$ cat src/hw/pipe_ctrl_pkg.sv
package pipe_ctrl_pkg;

    localparam int xlen = 32;
    localparam int instr_bytes = 4;
    localparam int page_bits = 12;

    typedef logic [xlen-1:0] pc_t;

    // Zero means the instruction carries no exception.
    typedef logic [7:0] exc_t;

    localparam exc_t exc_syscall = 8'h01;
    localparam exc_t exc_tlb_read = 8'h82;
    localparam exc_t exc_tlb_write = 8'h83;

    typedef enum logic [1:0] {
        kind_normal = 2'd0,
        kind_halt = 2'd1,
        kind_sleep = 2'd2,
        kind_set_pid = 2'd3
    } kind_e;

    // Per-instruction tag carried down the pipeline.
    typedef struct packed {
        logic valid;
        kind_e kind;
        exc_t exc;
        pc_t pc;
        pc_t value;
    } tag_t;

    typedef struct packed {
        logic valid;
        pc_t pc;
    } retire_t;

    typedef struct packed {
        logic taken;
        pc_t epc;
        exc_t code;
        pc_t fault_page;
    } exc_info_t;

endpackage
$ cat src/hw/pipe_ctrl.sv
`timescale 1ns/1ps

module pipe_ctrl #(
    parameter int num_stages = 6,
    parameter int count_width = 32
) (
    input logic clk,
    input logic arst_n,
    input pipe_ctrl_pkg::tag_t issue,
    input logic [15:0] interrupts,
    output pipe_ctrl_pkg::retire_t retire,
    output logic flush,
    output logic stop,
    output logic sleeping,
    output logic halted,
    output logic wake,
    output pipe_ctrl_pkg::pc_t wake_pc,
    output pipe_ctrl_pkg::pc_t pid,
    output pipe_ctrl_pkg::exc_info_t exc,
    output logic [count_width-1:0] count
);

    pipe_ctrl_pkg::tag_t [num_stages-1:0] stages;
    logic frozen;

    stage_pipe #(
        .num_stages(num_stages)
    ) stage_pipe_i (
        .clk(clk),
        .arst_n(arst_n),
        .issue(issue),
        .frozen(frozen),
        .stages(stages),
        .retire(retire),
        .flush(flush),
        .halt_pending(),
        .stop(stop)
    );

    // Stage 1 is execute, the last stage is writeback.
    power_fsm power_fsm_i (
        .clk(clk),
        .arst_n(arst_n),
        .exec_tag(stages[1]),
        .wb_tag(stages[num_stages-1]),
        .interrupts(interrupts),
        .sleeping(sleeping),
        .halted(halted),
        .frozen(frozen),
        .wake(wake),
        .wake_pc(wake_pc)
    );

    cycle_counter #(
        .count_width(count_width)
    ) cycle_counter_i (
        .clk(clk),
        .arst_n(arst_n),
        .halted(halted),
        .count(count)
    );

    pid_forward #(
        .num_stages(num_stages)
    ) pid_forward_i (
        .clk(clk),
        .arst_n(arst_n),
        .stages(stages),
        .frozen(frozen),
        .pid(pid)
    );

    exc_capture #(
        .num_stages(num_stages)
    ) exc_capture_i (
        .clk(clk),
        .arst_n(arst_n),
        .wb_tag(stages[num_stages-1]),
        .frozen(frozen),
        .exc(exc)
    );

endmodule

$ cat src/hw/exc_capture.sv
`timescale 1ns/1ps

module exc_capture #(
    parameter int num_stages = 6
) (
    input logic clk,
    input logic arst_n,
    input pipe_ctrl_pkg::tag_t wb_tag,
    input logic frozen,
    output pipe_ctrl_pkg::exc_info_t exc
);

    logic wb_exc;
    logic tlb_fault;
    pipe_ctrl_pkg::pc_t live_page;
    pipe_ctrl_pkg::pc_t page_q;

    // Writeback must sit behind both decode and execute.
    if (num_stages < 3) begin : g_depth_check
        $error("exc_capture expects at least three pipeline stages");
    end

    assign wb_exc = wb_tag.valid && wb_tag.exc != '0;
    assign tlb_fault = wb_exc &&
        (wb_tag.exc == pipe_ctrl_pkg::exc_tlb_read ||
         wb_tag.exc == pipe_ctrl_pkg::exc_tlb_write);
    assign live_page = wb_tag.pc >> pipe_ctrl_pkg::page_bits;

    always_ff @(posedge clk or negedge arst_n) begin
        if (!arst_n) begin
            page_q <= '0;
        end else if (!frozen && tlb_fault) begin
            page_q <= live_page;
        end
    end

    assign exc.taken = wb_exc && !frozen;
    // Syscall resumes past itself, faults replay the instruction.
    assign exc.epc = (wb_tag.exc == pipe_ctrl_pkg::exc_syscall) ?
        wb_tag.pc + pipe_ctrl_pkg::pc_t'(pipe_ctrl_pkg::instr_bytes) : wb_tag.pc;
    assign exc.code = wb_tag.exc;
    assign exc.fault_page = tlb_fault ? live_page : page_q;

    a_taken_code: assert property (
        @(posedge clk) disable iff (!arst_n)
        exc.taken |-> exc.code != '0
    );

endmodule

$ cat src/hw/pid_forward.sv
`timescale 1ns/1ps

module pid_forward #(
    parameter int num_stages = 6
) (
    input logic clk,
    input logic arst_n,
    input pipe_ctrl_pkg::tag_t [num_stages-1:0] stages,
    input logic frozen,
    output pipe_ctrl_pkg::pc_t pid
);

    pipe_ctrl_pkg::pc_t arch_pid;
    pipe_ctrl_pkg::tag_t wb_tag;
    logic wb_set_pid;

    assign wb_tag = stages[num_stages-1];
    assign wb_set_pid = wb_tag.valid && wb_tag.kind == pipe_ctrl_pkg::kind_set_pid;

    always_ff @(posedge clk or negedge arst_n) begin
        if (!arst_n) begin
            arch_pid <= '0;
        end else if (!frozen && wb_set_pid) begin
            arch_pid <= wb_tag.value;
        end
    end

    // Walk oldest to youngest so the youngest set-PID overrides.
    always_comb begin
        pid = arch_pid;
        for (int i = num_stages - 1; i >= 1; i--) begin
            if (stages[i].valid && stages[i].kind == pipe_ctrl_pkg::kind_set_pid) begin
                pid = stages[i].value;
            end
        end
    end

endmodule

$ cat src/hw/cycle_counter.sv
`timescale 1ns/1ps

module cycle_counter #(
    parameter int count_width = 32
) (
    input logic clk,
    input logic arst_n,
    input logic halted,
    output logic [count_width-1:0] count
);

    always_ff @(posedge clk or negedge arst_n) begin
        if (!arst_n) begin
            count <= '0;
        end else if (!halted) begin
            count <= count + 1'b1;
        end
    end

    a_count_hold: assert property (
        @(posedge clk) disable iff (!arst_n)
        halted |=> $stable(count)
    );

endmodule

$ cat src/hw/power_fsm.sv
`timescale 1ns/1ps

module power_fsm (
    input logic clk,
    input logic arst_n,
    input pipe_ctrl_pkg::tag_t exec_tag,
    input pipe_ctrl_pkg::tag_t wb_tag,
    input logic [15:0] interrupts,
    output logic sleeping,
    output logic halted,
    output logic frozen,
    output logic wake,
    output pipe_ctrl_pkg::pc_t wake_pc
);

    typedef enum logic [1:0] {
        st_run = 2'd0,
        st_sleep = 2'd1,
        st_halted = 2'd2
    } state_e;

    state_e state;
    state_e state_next;
    pipe_ctrl_pkg::pc_t resume_pc;
    logic wake_q;
    logic halt_in_wb;
    logic sleep_in_exec;
    logic irq;

    assign halt_in_wb = wb_tag.valid && wb_tag.kind == pipe_ctrl_pkg::kind_halt;
    assign sleep_in_exec = exec_tag.valid && exec_tag.kind == pipe_ctrl_pkg::kind_sleep;
    assign irq = interrupts != '0;

    // Halt wins over a sleep entering at the same edge.
    always_comb begin
        state_next = state;
        case (state)
            st_run: begin
                if (halt_in_wb) begin
                    state_next = st_halted;
                end else if (sleep_in_exec) begin
                    state_next = st_sleep;
                end
            end
            st_sleep: begin
                if (irq) begin
                    state_next = st_run;
                end
            end
            default: state_next = st_halted;
        endcase
    end

    always_ff @(posedge clk or negedge arst_n) begin
        if (!arst_n) begin
            state <= st_run;
            wake_q <= 1'b0;
        end else begin
            state <= state_next;
            wake_q <= state == st_sleep && irq;
        end
    end

    // Resume point is the instruction after the sleep.
    always_ff @(posedge clk) begin
        if (state == st_run && state_next == st_sleep) begin
            resume_pc <= exec_tag.pc + pipe_ctrl_pkg::pc_t'(pipe_ctrl_pkg::instr_bytes);
        end
    end

    assign sleeping = state == st_sleep;
    assign halted = state == st_halted;
    assign frozen = state != st_run;
    assign wake = wake_q;
    assign wake_pc = resume_pc;

    a_halt_sticky: assert property (
        @(posedge clk) disable iff (!arst_n)
        halted |=> halted
    );

endmodule

$ cat src/hw/stage_pipe.sv
`timescale 1ns/1ps

module stage_pipe #(
    parameter int num_stages = 6
) (
    input logic clk,
    input logic arst_n,
    input pipe_ctrl_pkg::tag_t issue,
    input logic frozen,
    output pipe_ctrl_pkg::tag_t [num_stages-1:0] stages,
    output pipe_ctrl_pkg::retire_t retire,
    output logic flush,
    output logic halt_pending,
    output logic stop
);

    logic exc_live;
    logic halt_seen;
    logic sleep_flush;
    logic accept;

    // Scan every live stage for exceptions and halts.
    always_comb begin
        exc_live = 1'b0;
        halt_seen = 1'b0;
        for (int i = 0; i < num_stages; i++) begin
            if (stages[i].valid && stages[i].exc != '0) begin
                exc_live = 1'b1;
            end
            if (stages[i].valid && stages[i].kind == pipe_ctrl_pkg::kind_halt) begin
                halt_seen = 1'b1;
            end
        end
    end

    assign sleep_flush = stages[1].valid && stages[1].kind == pipe_ctrl_pkg::kind_sleep;
    assign flush = exc_live || sleep_flush;
    assign halt_pending = halt_seen && !exc_live;
    assign stop = halt_pending || frozen;
    assign accept = issue.valid && !stop && !flush;

    always_ff @(posedge clk or negedge arst_n) begin
        if (!arst_n) begin
            stages <= '0;
        end else if (!frozen) begin
            stages[0] <= accept ? issue : '0;
            // Sleep in execute kills the decode tag behind it.
            stages[1] <= sleep_flush ? '0 : stages[0];
            for (int i = 2; i < num_stages; i++) begin
                stages[i] <= stages[i-1];
            end
        end
    end

    // A tag is reported only on the cycle it actually leaves writeback.
    assign retire.valid = stages[num_stages-1].valid && !frozen;
    assign retire.pc = stages[num_stages-1].pc;

    a_frozen_hold: assert property (
        @(posedge clk) disable iff (!arst_n)
        frozen |=> $stable(stages)
    );

endmodule

$ cat config.mk
export PLATFORM = sky130hd
export DESIGN_NAME = pipe_ctrl
export DESIGN_NICKNAME = d
export VERILOG_FILES = /design/src/hw/pipe_ctrl_pkg.sv /design/src/hw/pipe_ctrl.sv /design/src/hw/exc_capture.sv /design/src/hw/pid_forward.sv /design/src/hw/cycle_counter.sv /design/src/hw/power_fsm.sv /design/src/hw/stage_pipe.sv
export SDC_FILE = /design/constraint.sdc
export NUM_CORES = 1
export LEC_CHECK = 0
export BUFFER_PORTS_ARGS = -buffer_cell sky130_fd_sc_hd__buf_4
export CORE_AREA = 2 2 205 207
export CTS_BUF_LIST = sky130_fd_sc_hd__clkbuf_8
export CTS_CLUSTER_SIZE = 24
export DETAILED_ROUTE_END_ITERATION = 8
export DIE_AREA = 0 0 207 209
export PLACE_DENSITY = 0.93
export SLEW_MARGIN = 20
export SYNTH_ARGS = -nofsm -noshare
export SYNTH_HDL_FRONTEND = slang
export SYNTH_SLANG_ARGS = --single-unit
export TNS_END_PERCENT = 5
$ cat constraint.sdc
create_clock -name clk -period 3.6 [get_ports clk]
set_input_delay 0.9 -clock clk [delete_from_list [all_inputs] [get_ports clk]]
set_output_delay 0.9 -clock clk [all_outputs]
set_load 0.03 [all_outputs]
## Yosys cells after proc, flatten, opt, wreduce, memory -nomap -nowiden

Cells that the tools add are included.

- Add/sub/neg operators: 3
- Equal/unequal tests: 18
- Mux-type cells: 25
- Reduce and logical (&&, ||, !) cells: 44

Operators with widths:

| kind | count |
|---|---|
| $mux W32 | 6 |
| $mux W75 | 2 |
| $add A32 B3 Y32 const B | 2 |
| $reduce_bool A8 Y1 | 6 |
| $add A32 B1 Y32 const B | 1 |
| $logic_and A1 B1 Y1 | 28 |
| $mux W20 | 1 |
| $eq A2 B1 Y1 const B | 8 |
| $eq A8 B8 Y1 const B | 2 |
| $reduce_bool A16 Y1 | 1 |
| $eq A2 B2 Y1 const B | 7 |
| $mux W1 | 12 |
| $eq A8 B1 Y1 const B | 1 |
| $mux W2 | 3 |
| $logic_not A1 Y1 | 4 |
| $pmux W2 S2 | 1 |
| $logic_or A1 B1 Y1 | 3 |
| $logic_not A2 Y1 | 1 |
| $reduce_bool A2 Y1 | 1 |

- Register bits after elaboration: 569
- Output and inout bits: 207
- Logic and storage cells: 126

## Depth between registers and ports, before layout

Gate-level depths: netlist of the first run.

- Depth after elaboration: 15
- Mapped depth: 8

## Cells and area by module

From an unflattened synthesis of the first run, not the netlist that was laid out.

- Cells, all modules: 1817
- Area, all modules: 24435.9 sq um

By module, submodules not included:

| module | instances | cells each | area an instance (sq um) | sequential area each (sq um) |
|---|---|---|---|---|
| stage_pipe | 1 | 1040 | 16741.1 | 11260.8 |
| pid_forward | 1 | 332 | 2650.0 | 800.8 |
| exc_capture | 1 | 195 | 1899.3 | 500.5 |
| power_fsm | 1 | 132 | 1702.9 | 1036.0 |
| cycle_counter | 1 | 118 | 1442.6 | 800.8 |

## Least setup slack after synthesis of the first run

No wires, ideal clock.

- Path kind: reg-to-output
- From: register stage_pipe_i.stages[440] (netlist name)
- To: output port stop
- Arrival: 2272 ps
- Required time: 2700 ps
- Slack: 428 ps
- Cell stages (with the launch flop): 5
- Cells stage by stage: dfrtp_1 -> or4_1 -> o21ai_1 -> nand2_1 -> o41ai_1

- Cells in the longest elaborated chain, start to end: 6

RTL lines:

| item | line | RTL |
|---|---|---|
| $reduce_bool A8 Y1 | stage_pipe.sv:27 | `if (stages[i].valid && stages[i].exc != '0) begin` |
| $logic_and A1 B1 Y1 | stage_pipe.sv:27 |  |
| $mux W1 | stage_pipe.sv:27 |  |
| $logic_not A1 Y1 | stage_pipe.sv:38 | `assign halt_pending = halt_seen && !exc_live;` |
| $logic_and A1 B1 Y1 | stage_pipe.sv:38 |  |
| $logic_or A1 B1 Y1 | stage_pipe.sv:39 | `assign stop = halt_pending \|\| frozen;` |
| end, declared | pipe_ctrl.sv:13 | `output logic stop,` |

No other way between the ends.

==> metrics, run 1 <==
outcome=complete, but fails checks; failing checks=setup timing; worst hold slack=0.301 ns; Crit Path Category=register to output pin; Worst R2R Path Depth=6; DRC Markers=0; I/O pins=300; initial DRC count=2142; dpl cells=3223; clock buffer depth=3; Mapped Area=24500 um^2; setup slack after layout=-0.0920 ns; CTS tree=done; fin crit period=3.69 ns; Buffers on Ports=287; worst vdd ir=0.000580 V; routed len/inst=17.6 um; clock-pin slew on the worst setup and hold paths=0.06 ns; FFs w/ async S/R, synth=94.4%; NumNets Final=2876; gpl congestion=0.872; first-pass GRT wire length=97300 um; vias in the first global route=19400; leakage power=15.6 nW; Synth Flop Type=dfrtp_1; EDFF count, synth=32; via count=19400; initial cell density of the core=59.3%; Ys Warns=0; row cnt=75; Post-DP Area=26800 um^2; multi-input logic area=9150 um^2; DIE WIDTH=207 um; final instance area=28800 um^2; flops & latches, synth=569; critical path fanouts, max=6; Post-Syn Area per Cell=9.60 um^2; clock skew=0.0345 ns; worst min path class=input pin to asynchronous set/reset pin; Critical Path End Type=output pin; reg2reg start=power_fsm_i.state[0]$_DFF_PN0_; RSZ-0062 raised after global routing=yes; Slew HR=37.3%; Layout area overhead=17.7%; final cycle utilization of the critical path=103%; clk sink count=569; setup TNS=-0.286 ns; # fillers=2810; core box area=41300 um^2; Antenna Nets Post-Route=0; gr usage total=27.5%; CTS buffer count=89; PwrDens=792 nW/um^2; Design Power=22.8 mW; Die Footprint=43300 um^2; Max Cap Viol=0; Max Fclk=271 MHz; Mapped Cells=2550; largest net degree at the start of global routing=235; CTS root buffer=clkbuf_8; reg-to-reg endpoint=stage_pipe_i.stages[21]$_DFFE_PN0P_; Die Span Y=209 um; worst skew pair latency=0.67 ns; Worst setup SP type=register; Via density=5.72; max-slew violations=0; Final setup viols=7; Tightest Pin Transition=0.941 ns; Final Hold Vio Count=0; r2r setup slk=0.85 ns; H-tree depth=3; Detailed Routing Iterations Pass 1=6; layout cells sized above 1=19.9%; Seq/Total Area, Yosys=58.8%; Yosys cell types=44; register area=14400 um^2; initial antenna violation count=5; Congestion Overflow GR=0; routed wire length=59900 um; final std cells w/o fill=3392; CP required=2.70 ns; worst endpoint data arrival time=2.79 ns; hpwl dp=37100 um
## placed cells by master, fill, tap and decap left out, types with 4 or more instances in the layout
cell type and count:
and2_1 6, nand4_1 25, buf_12 13, clkbuf_8 116, nor3_1 13, o21ai_0 17
a22o_1 76, o22ai_1 34, conb_1 12, edfxtp_1 32, buf_4 315, nor4_1 13
a21oi_1 65, dfrtp_2 5, nand2b_1 4, nand2_1 1057, xnor2_1 56, dfrtp_1 532
nand3_1 106, xor2_1 32, mux2_2 74, nor2_1 56, and4_1 6, or4_1 6
and3_1 16, mux2i_1 32, a211oi_1 32, inv_1 45, clkinvlp_4 4, clkinv_2 9
## report_power, final
part           internal, mW  leakage (nW)  total [mW]  switching, mW
logic                  2.27          6.91        6.72           4.46
registers              8.65          7.60        10.5           1.90
clock network          3.03          1.06        5.54           2.51
## critical path, cell delays in order (launching register included)
cell,delay (ns)
dfrtp_1,0.46
nand4_1,0.29
nor4_2,0.48
and4_2,0.38
nand4_1,0.15
xnor2_1,0.18
buf_4,0.18
## sequential cells by signal (all words and copies together), names as in the netlist
signal / cells
power_fsm_i.state: 2
stage_pipe_i.stages: 418
power_fsm_i.wake: 1
cycle_counter_i.count: 32
stage_pipe_i.retire: 32
power_fsm_i.wake_pc: 32
exc_capture_i.page_q: 20
pid_forward_i.arch_pid: 32
## cells in the mapped netlist, types with 2 or more instances
cell type  instances  area share, %
a211oi_1          32           0.98
and2_1             6           0.15
o21ai_0           17           0.35
ha_1               3           0.15
mux2i_1           32            1.3
and3_1            18           0.46
clkbuf_1         122            1.9
a22o_1            76            2.7
nand3_1          108            2.2
mux2_2            74            3.4
nor3_1            15           0.31
nor4_1            15           0.38
nor2_1            60           0.92
nand3b_1           2          0.061
inv_1             17           0.26
edfxtp_1          32            3.9
nand2b_1           4           0.10
nand2_1         1058             16
or2_2              3          0.077
o21ai_1            2          0.041
buf_6              5           0.23
xnor2_1           56            2.0
dfrtp_1          537             55
nand4_1           25           0.64
xor2_1            32            1.1
buf_4             55            1.7
buf_2             10           0.20
and4_1             8           0.29
o22ai_1           34           0.87
or4_1              6           0.18
buf_1              9           0.14
a21oi_1           65            1.3
## how the worst max path moves through the flow
stage                                                     from  slack (ns)  endpoint  depth (start not counted)
after global placement    stage_pipe_i.stages[441]$_DFFE_PN0P_        0.55   exc[55]                          6
after detailed placement  stage_pipe_i.stages[441]$_DFFE_PN0P_        0.44   exc[69]                          6
after floorplan           stage_pipe_i.stages[440]$_DFFE_PN0P_        0.43      stop                          4
after global routing       stage_pipe_i.retire[15]$_DFFE_PN0P_       -0.26   exc[69]                          6
final                      stage_pipe_i.retire[15]$_DFFE_PN0P_       -0.09   exc[69]                          6
after CTS                  stage_pipe_i.retire[13]$_DFFE_PN0P_       -0.03   exc[69]                          6
## cell families (layout without fill, tap and decap cells)
group,Yosys count,after routing,share of synthesized area (%)
adders and majority gates,3,3,0.153
buffers and inverters,218,507,4.39
muxes,106,106,4.71
other,1,15,0.0153
DFF,569,569,58.8
AOI/OAI and AO/OA,233,233,6.51
xor gates and xnor gates,88,88,3.15
and+or+nand+nor,1332,1332,22.2
## metal layers
metal / GRT usage, % / up-vias / share of wire, %
met5: 0 / - / 0.038
met4: 11.7 / 4 / 3.4
met3: 5.11 / 153 / 7.7
met2: 45.5 / 913 / 49
met1: 35.8 / 9506 / 39
li1: - / 8826 / -
## layout make-up
class,instances,share of cell area (%)
flip-flops and latches,569,50.0
repair buffers,329,9.17
clock buffers,116,5.54
multi-input cells,1774,31.8
inverters,17,0.222
well taps,539,2.34
diodes,3,0.0261
clock inverters,45,0.904
## metrics by stage
step           setup slack, ns  util (%)
2_1_floorplan            0.428         -
3_5_place_dp             0.437      64.9
4_1_cts                -0.0322      69.6
5_1_grt                 -0.257      69.7
6_report               -0.0920      69.7
3_3_place_gp             0.551      64.9
## what timing repair did
action / in CTS / in global routing
hold buffers: 0 / 0
gates resized for setup: 7 / 12
buffers inserted: 3 / 1
setup endpoints to repair: 28 / 26
gates cloned: 0 / 0
pin swaps: 2 / 6
(Power assumes the default switching activity.)
==> run 2: changes to the inputs <==
- clock period: 3.6 -> 3.85 ns (I/O delays scaled with it)
==> metrics, run 2 (synthesized netlist as in run 1, its figures left out) <==
routed len/inst=17.6 um (about the same); Congestion Overflow GR=0 (unchanged); final std cells w/o fill=3381 (was 3392); worst vdd ir=0.000519 V (was 0.000580 V); r2r setup slk=1.14 ns (was 0.85 ns); largest net degree at the start of global routing=199 (was 235); dpl cells=3219 (was 3223); final cycle utilization of the critical path=99.7%; initial antenna violation count=5 (unchanged); Critical Path End Type=output pin (unchanged); first-pass GRT wire length=96600 um (was 97300 um); CP required=2.89 ns (was 2.70 ns); CTS root buffer=clkbuf_8 (unchanged); Slew HR=28.1% (was 37.3%); most frequent cells in the layout=nand2_1, dfrtp_1, buf_4 (unchanged); hold_buf cts=0 (unchanged); DRC Markers=0 (unchanged); initial DRC count=2008 (was 2142); Final Hold Vio Count=0 (unchanged); Worst path max stage delay=0.58 ns (was 0.48 ns); worst skew pair latency=0.67 ns (about the same); crit-path cells=or4_1 > o21ai_1 > nand2_1 > o41ai_2 > buf_4 (was nand4_1 > nor4_2 > and4_2 > nand4_1 > xnor2_1 > buf_4); via count=19400 (about the same); initial cell density of the core=59.3% (unchanged); Final setup viols=0 (was 7); fin crit period=3.84 ns; Crit path depth=5 (was 6); DIE WIDTH=207 um (unchanged); H-tree depth=3 (unchanged); reg-to-reg endpoint=stage_pipe_i.stages[121]$_DFFE_PN0P_ (was stage_pipe_i.stages[21]$_DFFE_PN0P_); RSZ-0062 raised after global routing=yes (unchanged); PwrDens=738 nW/um^2 (was 792 nW/um^2); clock skew=0.0269 ns (was 0.0345 ns); NumNets Final=2868 (was 2876); routed wire length=59400 um (was 59900 um); critical path fanouts, max=5 (was 6); Buffers on Ports=287 (unchanged); leakage power=15.5 nW (was 15.6 nW); Max Fclk=261 MHz; gpl congestion=0.869 (was 0.872); Buf+Inv Stages, Crit Path=1 (unchanged); CP max-delay cell=or4_1 (was nor4_2); Detailed Routing Iterations Pass 1=6 (unchanged); worst endpoint data arrival time=2.87 ns (was 2.79 ns); CTS tree=done (unchanged); outcome=complete, no violations (was complete, but fails checks); CTS buffer count=87 (was 89); Setup crit end=stop (was exc[69]); Die Footprint=43300 um^2 (unchanged); I/O pins=300 (unchanged); row cnt=75 (unchanged); hpwl dp=37000 um (was 37100 um); post-layout util=69.2% (was 69.7%); Die Span Y=209 um (unchanged); Worst R2R Path Depth=5 (was 6); clk sink count=569 (unchanged); Via density=5.75 (was 5.72); Worst setup SP type=register (unchanged); clock buffer depth=3 (unchanged); worst hold slack=0.379 ns (was 0.301 ns); CP Launch Point=stage_pipe_i.stages[440]$_DFFE_PN0P_ (was stage_pipe_i.retire[15]$_DFFE_PN0P_); gr usage total=27.1% (was 27.5%); Layout area overhead=16.7% (was 17.7%); critical path's top delay family=simple AND/OR/NAND/NOR gates (unchanged); Max Cap Viol=0 (unchanged); vias in the first global route=19200 (was 19400); reg2reg start=power_fsm_i.state[0]$_DFF_PN0_ (unchanged); core box area=41300 um^2 (unchanged); clock-pin slew on the worst setup and hold paths=0.07 ns (was 0.06 ns); Crit Path Category=register to output pin (unchanged); Design Power=21.1 mW (was 22.8 mW); setup TNS=0 ns (was -0.286 ns); layout cells sized above 1=19.2% (was 19.9%); Biggest register=stage_pipe_i.stages (unchanged); # fillers=2832 (was 2810); max-slew violations=0 (unchanged); max reg flops=418 (unchanged); Antenna Nets Post-Route=0 (unchanged); worst min path class=input pin to asynchronous set/reset pin (unchanged); Tightest Pin Transition=1.08 ns (was 0.941 ns); most common cell after layout, fill and taps aside=nand2_1 (unchanged)
run 2: per-stage QoR:
step,area [um^2],worst slack [ns]
floorplan,24500,0.616
CTS,28500,-0.00892
finish,28600,0.0131
detailed placement,26700,0.464
global placement,26700,0.707
global route,28600,-0.0348
run 2: per-layer routing:
metal,routed length [um],track usage [%]
met1,24000,35.8
met2,28900,43.6
met3,4210,5.18
met4,2290,13.3
met5,23,0
run 2: power by group:
| part | switching [mW] | internal [mW] | total (mW) | leakage (nW) |
|---|---|---|---|---|
| Clock | 2.35 | 2.66 | 5.01 | 1.02 |
| Combinational | 4.14 | 2.08 | 6.22 | 6.86 |
| Sequential | 1.77 | 8.09 | 9.85 | 7.60 |
run 2: area by class of cell:
class / instances / area [um^2] / share of cell area (%)
Tap cell: 539 / 674 / 2.36
Clock buffer: 111 / 1530 / 5.35
Antenna cell: 3 / 7.51 / 0.0263
Clock inverter: 45 / 239 / 0.837
Timing Repair Buffer: 323 / 2540 / 8.88
Multi-Input combinational cell: 1774 / 9120 / 31.9
Sequential cell: 569 / 14400 / 50.4
Inverter: 17 / 63.8 / 0.223
run 2: worst min path at each step:
stage                                                       to  slack [ns]  cells after the start                                  from
final                     stage_pipe_i.stages[144]$_DFFE_PN0P_        0.38                      1                                arst_n
after global routing       stage_pipe_i.stages[33]$_DFFE_PN0P_        0.45                      1                                arst_n
after CTS                 stage_pipe_i.stages[122]$_DFFE_PN0P_        0.38                      1                                arst_n
after detailed placement    stage_pipe_i.retire[4]$_DFFE_PN0P_        0.45                      2  stage_pipe_i.stages[336]$_DFFE_PN0P_
after global placement    stage_pipe_i.stages[332]$_DFFE_PN0P_        0.45                      2  stage_pipe_i.stages[257]$_DFFE_PN0P_
after floorplan             stage_pipe_i.retire[0]$_DFFE_PN0P_        0.44                      2  stage_pipe_i.stages[332]$_DFFE_PN0P_
run 2: what timing repair did:
| item | 4_1_cts | 5_1_grt |
|---|---|---|
| pin swaps | 1 | 1 |
| endpoints found under the setup margin | 26 | 15 |
| setup buffers | 2 | 0 |
| resized for setup | 2 | 4 |
